==> config.mk <==
export PLATFORM = sky130hd
export DESIGN_NAME = memory_control_flat
export DESIGN_NICKNAME = d
export VERILOG_FILES = /design/src/common/cpu_types_pkg.sv /design/src/common/cache_control_if.sv /design/src/memory_control/memory_control.sv /design/src/flat_wrapper.sv
export VERILOG_INCLUDE_DIRS = /design/src /design/src/common
export SDC_FILE = /design/constraint.sdc
export NUM_CORES = 1
export LEC_CHECK = 0
export ABC_AREA = 0
export BUFFER_PORTS_ARGS = -buffer_cell sky130_fd_sc_hd__buf_2
export CORE_AREA = 2 2 196 198
export CTS_BUF_LIST = sky130_fd_sc_hd__clkbuf_4
export DETAILED_ROUTE_END_ITERATION = 7
export DIE_AREA = 0 0 198 200
export GPL_TIMING_DRIVEN = 0
export SLEW_MARGIN = 10
export SYNTH_ARGS = -nofsm -noshare
export SYNTH_HDL_FRONTEND = slang
export SYNTH_SLANG_ARGS = --single-unit
==> constraint.sdc <==
create_clock -name CLK -period 2.7 [get_ports CLK]
set_input_delay 0.27 -clock CLK [delete_from_list [all_inputs] [get_ports CLK]]
set_output_delay 0.27 -clock CLK [all_outputs]
set_load 0.02 [all_outputs]
==> src/common/cpu_params.svh <==
/*
  sizes shared across the memory system
  word width, core count, ram depth and ram latency
*/
`ifndef CPU_PARAMS_SVH
`define CPU_PARAMS_SVH

`define WORD_W     32   // bits per address and data word
`define CPUS       2    // cores on the coherent bus

// ram model defaults
`define RAM_DEPTH  256  // words held by the array
`define RAM_LAT    2    // busy cycles ahead of each access

`endif

==> src/common/cpu_types_pkg.sv <==
/*
  types shared by the memory system
  - word_t         one address or data word
  - ramstate_t     state reported back by the ram
  - dcache_addr_t  data address seen as a word or as cache fields
*/
`include "cpu_params.svh"

package cpu_types_pkg;

  // addresses and data use the same width
  typedef logic [`WORD_W-1:0] word_t;

  // ram progress as seen by the controller
  typedef enum logic [1:0] {
    FREE,    // idle or request just taken
    BUSY,    // latency still running
    ACCESS,  // read data valid, write lands
    ERROR    // decoded, never raised by the model
  } ramstate_t;

  // data cache address layout
  // 8 sets of two-word blocks, tag takes the rest
  typedef union packed {
    word_t raw;             // plain byte address
    struct packed {
      logic [25:0] tag;
      logic [2:0]  idx;     // set index
      logic        blkoff;  // word within the block
      logic [1:0]  bytoff;  // always zero for word accesses
    } fld;
  } dcache_addr_t;

endpackage

==> src/common/cache_control_if.sv <==
/*
  bus between the two caches, the coherence controller and the ram
  modports
  - cc      coherence controller
  - ram     ram model
  - caches  cache side, driven from the top level ports
*/
`timescale 1ns/100ps
`include "cpu_params.svh"

interface cache_control_if;
  import cpu_types_pkg::*;

  // cache requests, one bit or word per core
  logic  [`CPUS-1:0] iren, dren, dwen;
  word_t [`CPUS-1:0] iaddr, daddr, dstore;

  // cache replies
  logic  [`CPUS-1:0] iwait, dwait;  // low for one cycle per word
  word_t [`CPUS-1:0] iload, dload;

  // coherence
  logic  [`CPUS-1:0] cctrans, ccwrite;  // miss in flight / exclusive or dirty
  logic  [`CPUS-1:0] ccwait, ccinv;     // snoop pending / drop the line
  word_t [`CPUS-1:0] ccsnoopaddr;

  // single ram port
  logic      ram_ren, ram_wen;
  word_t     ram_addr, ram_store, ram_load;
  ramstate_t ram_state;

  modport cc (
    input  iren, dren, dwen, iaddr, daddr, dstore, cctrans, ccwrite,
    input  ram_state, ram_load,
    output iwait, dwait, iload, dload, ccwait, ccinv, ccsnoopaddr,
    output ram_ren, ram_wen, ram_addr, ram_store
  );

  modport ram (
    input  ram_ren, ram_wen, ram_addr, ram_store,
    output ram_state, ram_load
  );

  modport caches (
    output iren, dren, dwen, iaddr, daddr, dstore, cctrans, ccwrite,
    input  iwait, dwait, iload, dload, ccwait, ccinv, ccsnoopaddr
  );

endinterface

==> src/memory_control/memory_control.sv <==
/*
  memory controller for two cores on one ram port
  - fixed priority arbiter, write-backs ahead of misses ahead of fetches
  - snoop fsm with cache-to-cache forwarding of dirty blocks
  - peer invalidation on exclusive misses
  - lru choice between two fetches in the same cycle
*/
`timescale 1ns/100ps
`include "cpu_params.svh"

module memory_control (
  input logic CLK,
  input logic nRST,
  cache_control_if.cc ccif
);
  import cpu_types_pkg::*;

  typedef enum logic [3:0] {
    IDLE,
    WRITE_BACK0, WRITE_BACK1,  // requester block to ram
    SNOOP,                     // waiting on the peer lookup
    LOAD0, LOAD1,              // clean peer, block from ram
    FORWARD0, FORWARD1,        // dirty peer, block to ram and requester
    INSTR
  } state_t;

  state_t state, nxt_state;
  logic serviced, nxt_serviced;  // core owning the transaction
  logic lru, nxt_lru;            // core served first on a fetch tie
  logic [`CPUS-1:0] ccwait, nxt_ccwait;
  logic [`CPUS-1:0] ccinv, nxt_ccinv;
  word_t [`CPUS-1:0] snoopaddr, nxt_snoopaddr;

  logic peer;
  logic phase;     // word of the block being moved
  logic ram_done;  // ram finished the current word
  logic ram_fail;
  dcache_addr_t blk_addr, word_addr;

  // first byte of the block holding addr
  function automatic word_t block_base(word_t addr);
    dcache_addr_t a;
    a.raw = addr;
    a.fld.blkoff = 1'b0;
    a.fld.bytoff = '0;
    return a.raw;
  endfunction

  assign peer     = ~serviced;
  assign ram_done = (ccif.ram_state == ACCESS);
  assign ram_fail = (ccif.ram_state == ERROR);
  assign phase    = (state == WRITE_BACK1) || (state == LOAD1) || (state == FORWARD1);

  // word address of this phase, block offset replaced by the phase
  always_comb
  begin
    blk_addr.raw = ccif.daddr[serviced];
    word_addr = blk_addr;
    word_addr.fld.blkoff = phase;
  end

  always_ff @(posedge CLK or negedge nRST)
  begin
    if (!nRST)
    begin
      state     <= IDLE;
      serviced  <= 1'b0;
      lru       <= 1'b0;  // core 0 wins the first tie
      ccwait    <= '0;
      ccinv     <= '0;
      snoopaddr <= '0;
    end
    else
    begin
      state     <= nxt_state;
      serviced  <= nxt_serviced;
      lru       <= nxt_lru;
      ccwait    <= nxt_ccwait;
      ccinv     <= nxt_ccinv;
      snoopaddr <= nxt_snoopaddr;
    end
  end

  always_comb
  begin
    nxt_state     = state;
    nxt_serviced  = serviced;
    nxt_lru       = lru;
    nxt_ccwait    = ccwait;
    nxt_ccinv     = ccinv;
    nxt_snoopaddr = snoopaddr;

    ccif.iwait     = '1;  // everyone waits unless served
    ccif.dwait     = '1;
    ccif.iload     = {`CPUS{ccif.ram_load}};
    ccif.dload     = {`CPUS{ccif.ram_load}};
    ccif.ram_ren   = 1'b0;
    ccif.ram_wen   = 1'b0;
    ccif.ram_addr  = word_addr.raw;
    ccif.ram_store = ccif.dstore[serviced];

    case (state)
      IDLE:
      begin
        if (ccif.dwen[0])
        begin
          nxt_serviced = 1'b0;
          nxt_state    = WRITE_BACK0;
        end
        else if (ccif.dren[0] && ccif.cctrans[0])
        begin
          nxt_serviced     = 1'b0;
          nxt_ccwait[1]    = 1'b1;  // stall core 1 for the lookup
          nxt_snoopaddr[1] = block_base(ccif.daddr[0]);
          nxt_state        = SNOOP;
        end
        else if (ccif.dwen[1])
        begin
          nxt_serviced = 1'b1;
          nxt_state    = WRITE_BACK0;
        end
        else if (ccif.dren[1] && ccif.cctrans[1])
        begin
          nxt_serviced     = 1'b1;
          nxt_ccwait[0]    = 1'b1;
          nxt_snoopaddr[0] = block_base(ccif.daddr[1]);
          nxt_state        = SNOOP;
        end
        else if (|ccif.iren)
        begin
          // tie goes to the lru core, a lone fetch to its own core
          nxt_serviced = (&ccif.iren) ? lru : ~ccif.iren[0];
          nxt_lru      = (&ccif.iren) ? ~lru : ccif.iren[0];
          nxt_state    = INSTR;
        end
      end

      WRITE_BACK0, WRITE_BACK1:
      begin
        ccif.ram_wen = 1'b1;
        if (ram_done)
        begin
          ccif.dwait[serviced] = 1'b0;  // cache steps dstore to word 1
          nxt_state = (state == WRITE_BACK0) ? WRITE_BACK1 : IDLE;
        end
      end

      SNOOP:
      begin
        // peer answers with cctrans, ccwrite marks a dirty copy
        if (ccif.cctrans[peer])
        begin
          nxt_state       = ccif.ccwrite[peer] ? FORWARD0 : LOAD0;
          nxt_ccinv[peer] = ccif.ccwrite[serviced];  // exclusive miss
        end
      end

      LOAD0, LOAD1:
      begin
        ccif.ram_ren = 1'b1;
        if (ram_done)
        begin
          ccif.dwait[serviced] = 1'b0;
          nxt_state = (state == LOAD0) ? LOAD1 : IDLE;
        end
      end

      FORWARD0, FORWARD1:
      begin
        // dirty word goes to ram and straight across to the requester
        ccif.ram_wen         = 1'b1;
        ccif.ram_store       = ccif.dstore[peer];
        ccif.dload[serviced] = ccif.dstore[peer];
        if (ram_done)
        begin
          ccif.dwait[serviced] = 1'b0;
          nxt_state = (state == FORWARD0) ? FORWARD1 : IDLE;
        end
      end

      INSTR:
      begin
        ccif.ram_ren  = 1'b1;
        ccif.ram_addr = ccif.iaddr[serviced];
        if (ram_done)
        begin
          ccif.iwait[serviced] = 1'b0;
          nxt_state = IDLE;
        end
      end

      default: nxt_state = IDLE;
    endcase

    // failed access drops back, the held request is retried from idle
    if (ram_fail)
      nxt_state = IDLE;

    // snoop side released when the transaction ends
    if (nxt_state == IDLE)
    begin
      nxt_ccwait = '0;
      nxt_ccinv  = '0;
    end
  end

  assign ccif.ccwait      = ccwait;
  assign ccif.ccinv       = ccinv;
  assign ccif.ccsnoopaddr = snoopaddr;

endmodule

==> src/flat_wrapper.sv <==
// flat-port wrapper written by rule: the top's interface ports become plain ports
module memory_control_flat import cpu_types_pkg::*;
  (CLK, nRST, ccif_iren, ccif_dren, ccif_dwen, ccif_iaddr, ccif_daddr, ccif_dstore, ccif_cctrans, ccif_ccwrite, ccif_ram_state, ccif_ram_load, ccif_iwait, ccif_dwait, ccif_iload, ccif_dload, ccif_ccwait, ccif_ccinv, ccif_ccsnoopaddr, ccif_ram_ren, ccif_ram_wen, ccif_ram_addr, ccif_ram_store);
  cache_control_if ccif_i ();
  input logic CLK;
  input logic nRST;
  input wire logic [$bits(ccif_i.iren)-1:0] ccif_iren;
  input wire logic [$bits(ccif_i.dren)-1:0] ccif_dren;
  input wire logic [$bits(ccif_i.dwen)-1:0] ccif_dwen;
  input wire logic [$bits(ccif_i.iaddr)-1:0] ccif_iaddr;
  input wire logic [$bits(ccif_i.daddr)-1:0] ccif_daddr;
  input wire logic [$bits(ccif_i.dstore)-1:0] ccif_dstore;
  input wire logic [$bits(ccif_i.cctrans)-1:0] ccif_cctrans;
  input wire logic [$bits(ccif_i.ccwrite)-1:0] ccif_ccwrite;
  input wire logic [$bits(ccif_i.ram_state)-1:0] ccif_ram_state;
  input wire logic [$bits(ccif_i.ram_load)-1:0] ccif_ram_load;
  output wire logic [$bits(ccif_i.iwait)-1:0] ccif_iwait;
  output wire logic [$bits(ccif_i.dwait)-1:0] ccif_dwait;
  output wire logic [$bits(ccif_i.iload)-1:0] ccif_iload;
  output wire logic [$bits(ccif_i.dload)-1:0] ccif_dload;
  output wire logic [$bits(ccif_i.ccwait)-1:0] ccif_ccwait;
  output wire logic [$bits(ccif_i.ccinv)-1:0] ccif_ccinv;
  output wire logic [$bits(ccif_i.ccsnoopaddr)-1:0] ccif_ccsnoopaddr;
  output wire logic [$bits(ccif_i.ram_ren)-1:0] ccif_ram_ren;
  output wire logic [$bits(ccif_i.ram_wen)-1:0] ccif_ram_wen;
  output wire logic [$bits(ccif_i.ram_addr)-1:0] ccif_ram_addr;
  output wire logic [$bits(ccif_i.ram_store)-1:0] ccif_ram_store;
  assign ccif_i.iren = ccif_iren;
  assign ccif_i.dren = ccif_dren;
  assign ccif_i.dwen = ccif_dwen;
  assign ccif_i.iaddr = ccif_iaddr;
  assign ccif_i.daddr = ccif_daddr;
  assign ccif_i.dstore = ccif_dstore;
  assign ccif_i.cctrans = ccif_cctrans;
  assign ccif_i.ccwrite = ccif_ccwrite;
  assign ccif_i.ram_state = ccif_ram_state;
  assign ccif_i.ram_load = ccif_ram_load;
  assign ccif_iwait = ccif_i.iwait;
  assign ccif_dwait = ccif_i.dwait;
  assign ccif_iload = ccif_i.iload;
  assign ccif_dload = ccif_i.dload;
  assign ccif_ccwait = ccif_i.ccwait;
  assign ccif_ccinv = ccif_i.ccinv;
  assign ccif_ccsnoopaddr = ccif_i.ccsnoopaddr;
  assign ccif_ram_ren = ccif_i.ram_ren;
  assign ccif_ram_wen = ccif_i.ram_wen;
  assign ccif_ram_addr = ccif_i.ram_addr;
  assign ccif_ram_store = ccif_i.ram_store;
  memory_control u_core (.CLK(CLK), .nRST(nRST), .ccif(ccif_i));
endmodule
==> out/metrics.csv, run 1 <==
metric,value,unit
Die W,198,um
critical path required time,2.43,ns
DP Area,8650,um2
TritonCTS Buffers,9,
grt total ovfl,0,
Syn. warnings,0,
synth cell count leaders,"mux2_2, buf_4, dfrtp_1, mux4_2, mux2_4",
most frequent cell after synthesis,mux2_2,
first-pass GRT wire length,35600,um
Final Util,0.242,
area occupied by registers,1700,um2
clk buf depth,2,
IO Count,504,
WL final,26600,um
synth-to-layout area growth,64.8,%
Critical Path AT,2.31,ns
Pwr Density,857,nW/um2
CP max-delay cell,dfrtp_1,
syn avg cell area,12.5,um2
Die H,200,um
Vias per Instance,3.82,
crit start category,flip-flop,
Synth area leaders,"dfrtp_1, mux2_2, mux4_2, buf_4, mux2_4",
RR Endpoint,u_core.ccif.ccsnoopaddr[61],
worst reg2reg path startpoint,u_core.state[2],
dominant cell type by area after synthesis,dfrtp_1,
Synth top area share,0.310,
Post-DP HPWL,23000,um
Slew HR,0.593,
DRC viols,0,
Fillers,4056,
clock sinks,68,
reg2reg setup slack,0.59,ns
GP Congestion,0.828,
wire per inst,18.0,um
area occupied by multi-input gates,3160,um2
# rows,71,
worst vdd ir,0.000422,V
#FFs+latches synth,68,
Critical path origin,u_core.state[3],
vias,5644,
Final setup violation count,0,
Core Region,37400,um2
crit-path cells,buf_6 > and2b_2 > nand2_4 > xor2_4 > buf_12 > buf_6 > mux2_2 > buf_2,
Starting DRT DRC Count,181,
sequential-to-total area share from yosys stat,0.310,
nets@finish,1197,
max-cap check violation count,0,
crit path kind,reg2out,
asr flop ratio synth,1.00,
H-tree levels,3,
kind of end point of the critical path,primary output,
All-Layer GR Usage,0.124,
ys flop type,dfrtp_1,
share of post-route cells with drive strength above 1,0.846,
Hold WS,0.0557,ns
CP max stage delay,0.39,ns
Die ar.,39600,um2
Final Cell Area,9050,um2
Post-synth EDFFs,0,
worst-skew pair later-pin latency,0.43,ns
CTS tree,built,
run status,finished clean,
Initial Util,0.147,
Period minus WS final,2.58,ns
Worst Slack Setup Final,0.120,ns
Worst Reg2Reg Path Length in Cells,5,
synth unique cells,42,
Clk Tree Root Cell,clkbuf_4,
Mapped Area,5490,um2
largest net degree at the start of global routing,36,
Fin Clk Skew,0.0197,ns
final hold vios,0,
Final period util,0.955,
first-pass iteration count of the detailed router,4,
most frequent CP cell,buf_6,
DP Worst Slack,-0.252,ns
Critical Path Sink,ccif_ram_store[19],
hold crit path type,in2reg,
Worst Tran Pin Value,0.607,ns
number of global-route vias before repair,5472,
LEAKAGE,0.00469,uW
max-slew violations,0,
initial antenna violation count,6,
Setup Total Neg Slack,0,ns
CP max FO,10,
Worst-path clk slew,0.13,ns
Achievable Freq,0.388,GHz
Post-Syn Instances,438,
Detail Route Antenna Nets,0,
IO Port Bufs,495,
## sequential cells by signal, summed over array words and instances (netlist names)
register	count
u_core.ccif.ccinv	2
u_core.ccif.ccsnoopaddr	58
u_core.ccif.ccwait	2
u_core.lru	1
u_core.serviced	1
u_core.state	4
## layer usage
metal	part of all wire	GRT usage	vias up
met3	0.073	0.0282	19
met4	0.010	0.0228	0
met1	0.41	0.151	2719
met5	0	0	-
li1	-	-	2591
met2	0.51	0.225	315
## where the power goes
| part | leakage [uW] | total (uW) | internal (uW) | switching [uW] |
|---|---|---|---|---|
| registers | 0.000844 | 1740 | 1480 | 257 |
| logic | 0.00376 | 5210 | 2330 | 2880 |
| clock network | 0.0000784 | 807 | 372 | 435 |
| total | 0.00469 | 7760 | 4190 | 3570 |
## placed cells by master (no fill, tap or decap), types with 4 or more instances in the layout
| master | count |
|---|---|
| buf_6 | 12 |
| nor2_1 | 12 |
| nor2b_1 | 6 |
| mux2_4 | 32 |
| buf_4 | 89 |
| a21oi_1 | 8 |
| mux2_2 | 121 |
| nand2b_1 | 4 |
| dfrtp_1 | 68 |
| clkbuf_4 | 12 |
| buf_12 | 4 |
| o21ai_0 | 4 |
| nand2_1 | 9 |
| nor3_1 | 5 |
| buf_2 | 493 |
| mux4_2 | 31 |
| conb_1 | 6 |
## layout make-up
class	count	area share
Timing Repair Buffer	506	0.289
Clock buffer	9	0.00746
Clock inverter	6	0.00981
Antenna cell	2	0.000553
Sequential cell	68	0.188
Tap cell	511	0.0706
Inverter	1	0.000415
Buffer	97	0.0857
Multi-Input combinational cell	276	0.349
## logic make-up after synthesis
kind of cell	after synthesis	synth area share
AND/OR/NAND/NOR	56	0.0595
XOR/XNOR	4	0.00638
multiplexers	188	0.468
buffers and inverters	99	0.131
flip-flops	68	0.310
AO/OA/AOI/OAI	22	0.0239
other	1	0.000683
## worst min path at each step
stage | from | end | slack (ns) | depth (start not counted)
6_report | ccif_iren[1] | u_core.lru | 0.06 | 2
5_1_grt | ccif_daddr[62] | u_core.ccif.ccsnoopaddr[30] | 0.02 | 2
4_1_cts | ccif_iren[1] | u_core.lru | 0.01 | 2
3_5_place_dp | nRST | u_core.ccif.ccsnoopaddr[23] | 0.26 | 1
3_3_place_gp | u_core.lru | u_core.lru | 0.48 | 1
2_1_floorplan | nRST | u_core.ccif.ccinv[0] | -0.03 | 0
## critical path, delay by kind of cell (launching register included)
kind	cells	cell delay [ns]
XOR/XNOR	1	0.20
multiplexers	1	0.35
AND/OR/NAND/NOR	2	0.34
flip-flops	1	0.39
buffers and inverters	4	0.60
## metrics by stage
stage / instances / power [uW]
finish: 1476 / 7760
global route: 1476 / 8240
CTS: 1471 / 7800
detailed placement: 1450 / 6780
global placement: 1449 / 6740
floorplan: 443 / 5010
## what timing repair did
action / in CTS / in global routing
setup endpoints to repair: 125 / 79
pin swaps: 2 / 1
hold buffers: 1 / 0
setup buffers: 6 / 3
resized for setup: 35 / 9
hold endpoints to repair: 33 / 0
Note: power is estimated with default switching activity, not from simulation.
==> run 2: changes to the inputs <==
Clock period 2.7 ns to 2.34 ns, I/O delays scaled along.
==> run 2 against run 1 <==
- the run now ends with setup timing left
- power rose by 34%
- die area did not move
- design area rose by 20%
- register-to-register slack got worse by 0.53 ns
- critical path depth did not move
- non-clock buffer count rose by 40
==> out/metrics.csv, run 2 (synthesis gave the netlist of run 1 again) <==
metric,value,unit,change
Critical Path AT,2.20,ns,-0.11 ns
max-cap check violation count,0,,unchanged
crit path kind,reg2out,,
Final period util,1.04,,
Switching Fraction,0.432,,-0.0289
RSZ-0062 raised after global routing,true,,
Flop pwr share,0.195,,-0.029
Initial Util,0.147,,unchanged
IO Count,504,,unchanged
final hold vios,0,,unchanged
kind of end point of the critical path,primary output,,
All-Layer GR Usage,0.132,,+0.00824
worst-skew pair later-pin latency,0.42,ns,about the same
CP max FO,8,,-2
nets@finish,1237,,+3.3%
combinational power share,0.715,,+0.043
Final Cell Area,10900,um2,+20%
Achievable Freq,0.410,GHz,
grt total ovfl,0,,unchanged
Die W,198,um,unchanged
LEAKAGE,0.00565,uW,+21%
Clk pwr share,0.090,,-0.014
internal power,5890,uW,+41%
DRC viols,0,,unchanged
max reg flops,58,,unchanged
Fin Clk Skew,0.0182,ns,-0.00146 ns
"commonest non-fill, non-tap cell in the layout",buf_2,,
first-pass iteration count of the detailed router,4,,unchanged
run status,"complete, but fails checks",,
P_sw,4470,uW,+25%
Core Region,37400,um2,unchanged
crit start category,flip-flop,,
largest net degree at the start of global routing,36,,unchanged
Post-Layout Cell Count,1517,,+2.8%
Fillers,3862,,-4.8%
Worst-path clk slew,0.14,ns,about the same
clock sinks,68,,unchanged
Die H,200,um,unchanged
synth-to-layout area growth,98.3,%,
max-slew violations,0,,unchanged
Post-DP HPWL,23000,um,unchanged
clk buf depth,2,,unchanged
wire per inst,19.4,um,+7.8%
worst vdd ir,0.000524,V,+24%
Slew HR,0.605,,+0.0127
DP Area,8650,um2,unchanged
vias,5934,,+5.1%
WL final,29500,um,+11%
GP Congestion,0.828,,unchanged
IO Port Bufs,495,,unchanged
# rows,71,,unchanged
H-tree levels,3,,unchanged
Detail Route Antenna Nets,0,,unchanged
Clk Tree Root Cell,clkbuf_4,,
number of global-route vias before repair,5788,,+5.8%
Worst Tran Pin Value,0.588,ns,-0.0189 ns
initial antenna violation count,7,,+1
Final setup violation count,64,,+64
Period minus WS final,2.44,ns,
dpl cells,1450,,unchanged
Starting DRT DRC Count,166,,-8.3%
CTS tree,built,,
critical path required time,2.11,ns,-0.32 ns
Die ar.,39600,um2,unchanged
TritonCTS Buffers,9,,unchanged
share of post-route cells with drive strength above 1,0.840,,-0.00584
Worst Slack Setup Final,-0.0970,ns,-0.217 ns
first-pass GRT wire length,37900,um,+6.3%
Pwr Density,952,nW/um2,+11%
most frequent cells in the layout,"buf_2, buf_6, mux2_4",,
hold crit path type,in2reg,,
failing checks,setup timing,,
Vias per Instance,3.91,,+2.3%
-- run 2: cell count changes in the layout (fill, tap and decap cells not counted), moves of 7 or more --
cell / previous run / this run
buf_4: 89 / 82
buf_2: 493 / 378
mux2_4: 32 / 123
buf_8: 0 / 7
mux2_2: 121 / 31
buf_12: 4 / 14
dlygate4sd3_1: 1 / 16
buf_6: 12 / 135
-- run 2: metrics by stage --
stage	utilization	hold WS [ns]	worst slack, ns	total power, uW	setup TNS, ns
2_1_floorplan	-	-0.0616	0.343	5780	0
3_3_place_gp	0.231	0.469	-0.580	7770	-35.95
5_1_grt	0.291	0.000707	-0.202	10900	-12.93
6_report	0.291	0.0551	-0.0970	10400	-3.02
4_1_cts	0.270	0.00122	-0.245	10200	-23.61
3_5_place_dp	0.231	0.221	-0.576	7820	-33.89
-- run 2: timing repair --
| action | 4_1_cts | 5_1_grt |
|---|---|---|
| setup endpoints to repair | 129 | 160 |
| hold endpoints to repair | 40 | 8 |
| setup buffers | 21 | 6 |
| resized for setup | 238 | 181 |
| pin swaps | 6 | 8 |
| hold buffers | 8 | 8 |
| cloned | 7 | 4 |
-- run 2: worst max-delay path: stages (launching register included) --
cell	delay (ns)
dfrtp_1	0.42
and2b_2	0.26
nand2_4	0.07
buf_6	0.12
nor2_4	0.09
buf_12	0.18
clkbuf_16	0.17
mux2_2	0.34
buf_6	0.13
-- run 2: path summary, 6_finish.rpt --
check | startpoint | endpoint | slack, ns | cells past startpoint
max in group asynchronous | nRST | u_core.ccif.ccsnoopaddr[8] | 1.49 | 3
max reg2reg | u_core.state[2] | u_core.ccif.ccsnoopaddr[61] | 0.06 | 7
min reg2reg | u_core.lru | u_core.lru | 0.50 | 1
max | u_core.state[3] | ccif_dload[13] | -0.1 | 8
min in group asynchronous | nRST | u_core.ccif.ccsnoopaddr[23] | 0.30 | 2
min | ccif_daddr[63] | u_core.ccif.ccsnoopaddr[31] | 0.06 | 2
-- run 2: routing by layer --
metal / global-route usage / wire length (um) / vias to the layer above
li1: - / - / 2674
met1: 0.158 / 11400 / 2899
met2: 0.240 / 15400 / 335
met3: 0.0304 / 2240 / 26
met4: 0.0306 / 500 / 0
met5: 0 / 0 / -
-- run 2: power groups by stage --
| stage | Combinational (uW) | Clock [uW] | Sequential (uW) |
|---|---|---|---|
| after detailed placement | 5800 | 0 | 2020 |
| final | 7410 | 929 | 2020 |
| after global routing | 7800 | 1030 | 2090 |
| after floorplan | 3150 | 0 | 2630 |
| after CTS | 7210 | 972 | 2020 |
| after global placement | 5770 | 0 | 2000 |
-- run 2: final cells by class --
cell class	instances	area, um2	area share
Buffer	95	887	0.0814
Multi-Input combinational cell	276	3520	0.323
Sequential cell	68	1700	0.156
Clock inverter	6	88.8	0.00816
Inverter	1	3.75	0.000345
Timing Repair Buffer	548	3970	0.365
Antenna cell	3	7.51	0.000689
Clock buffer	9	67.6	0.00620
Tap cell	511	639	0.0587
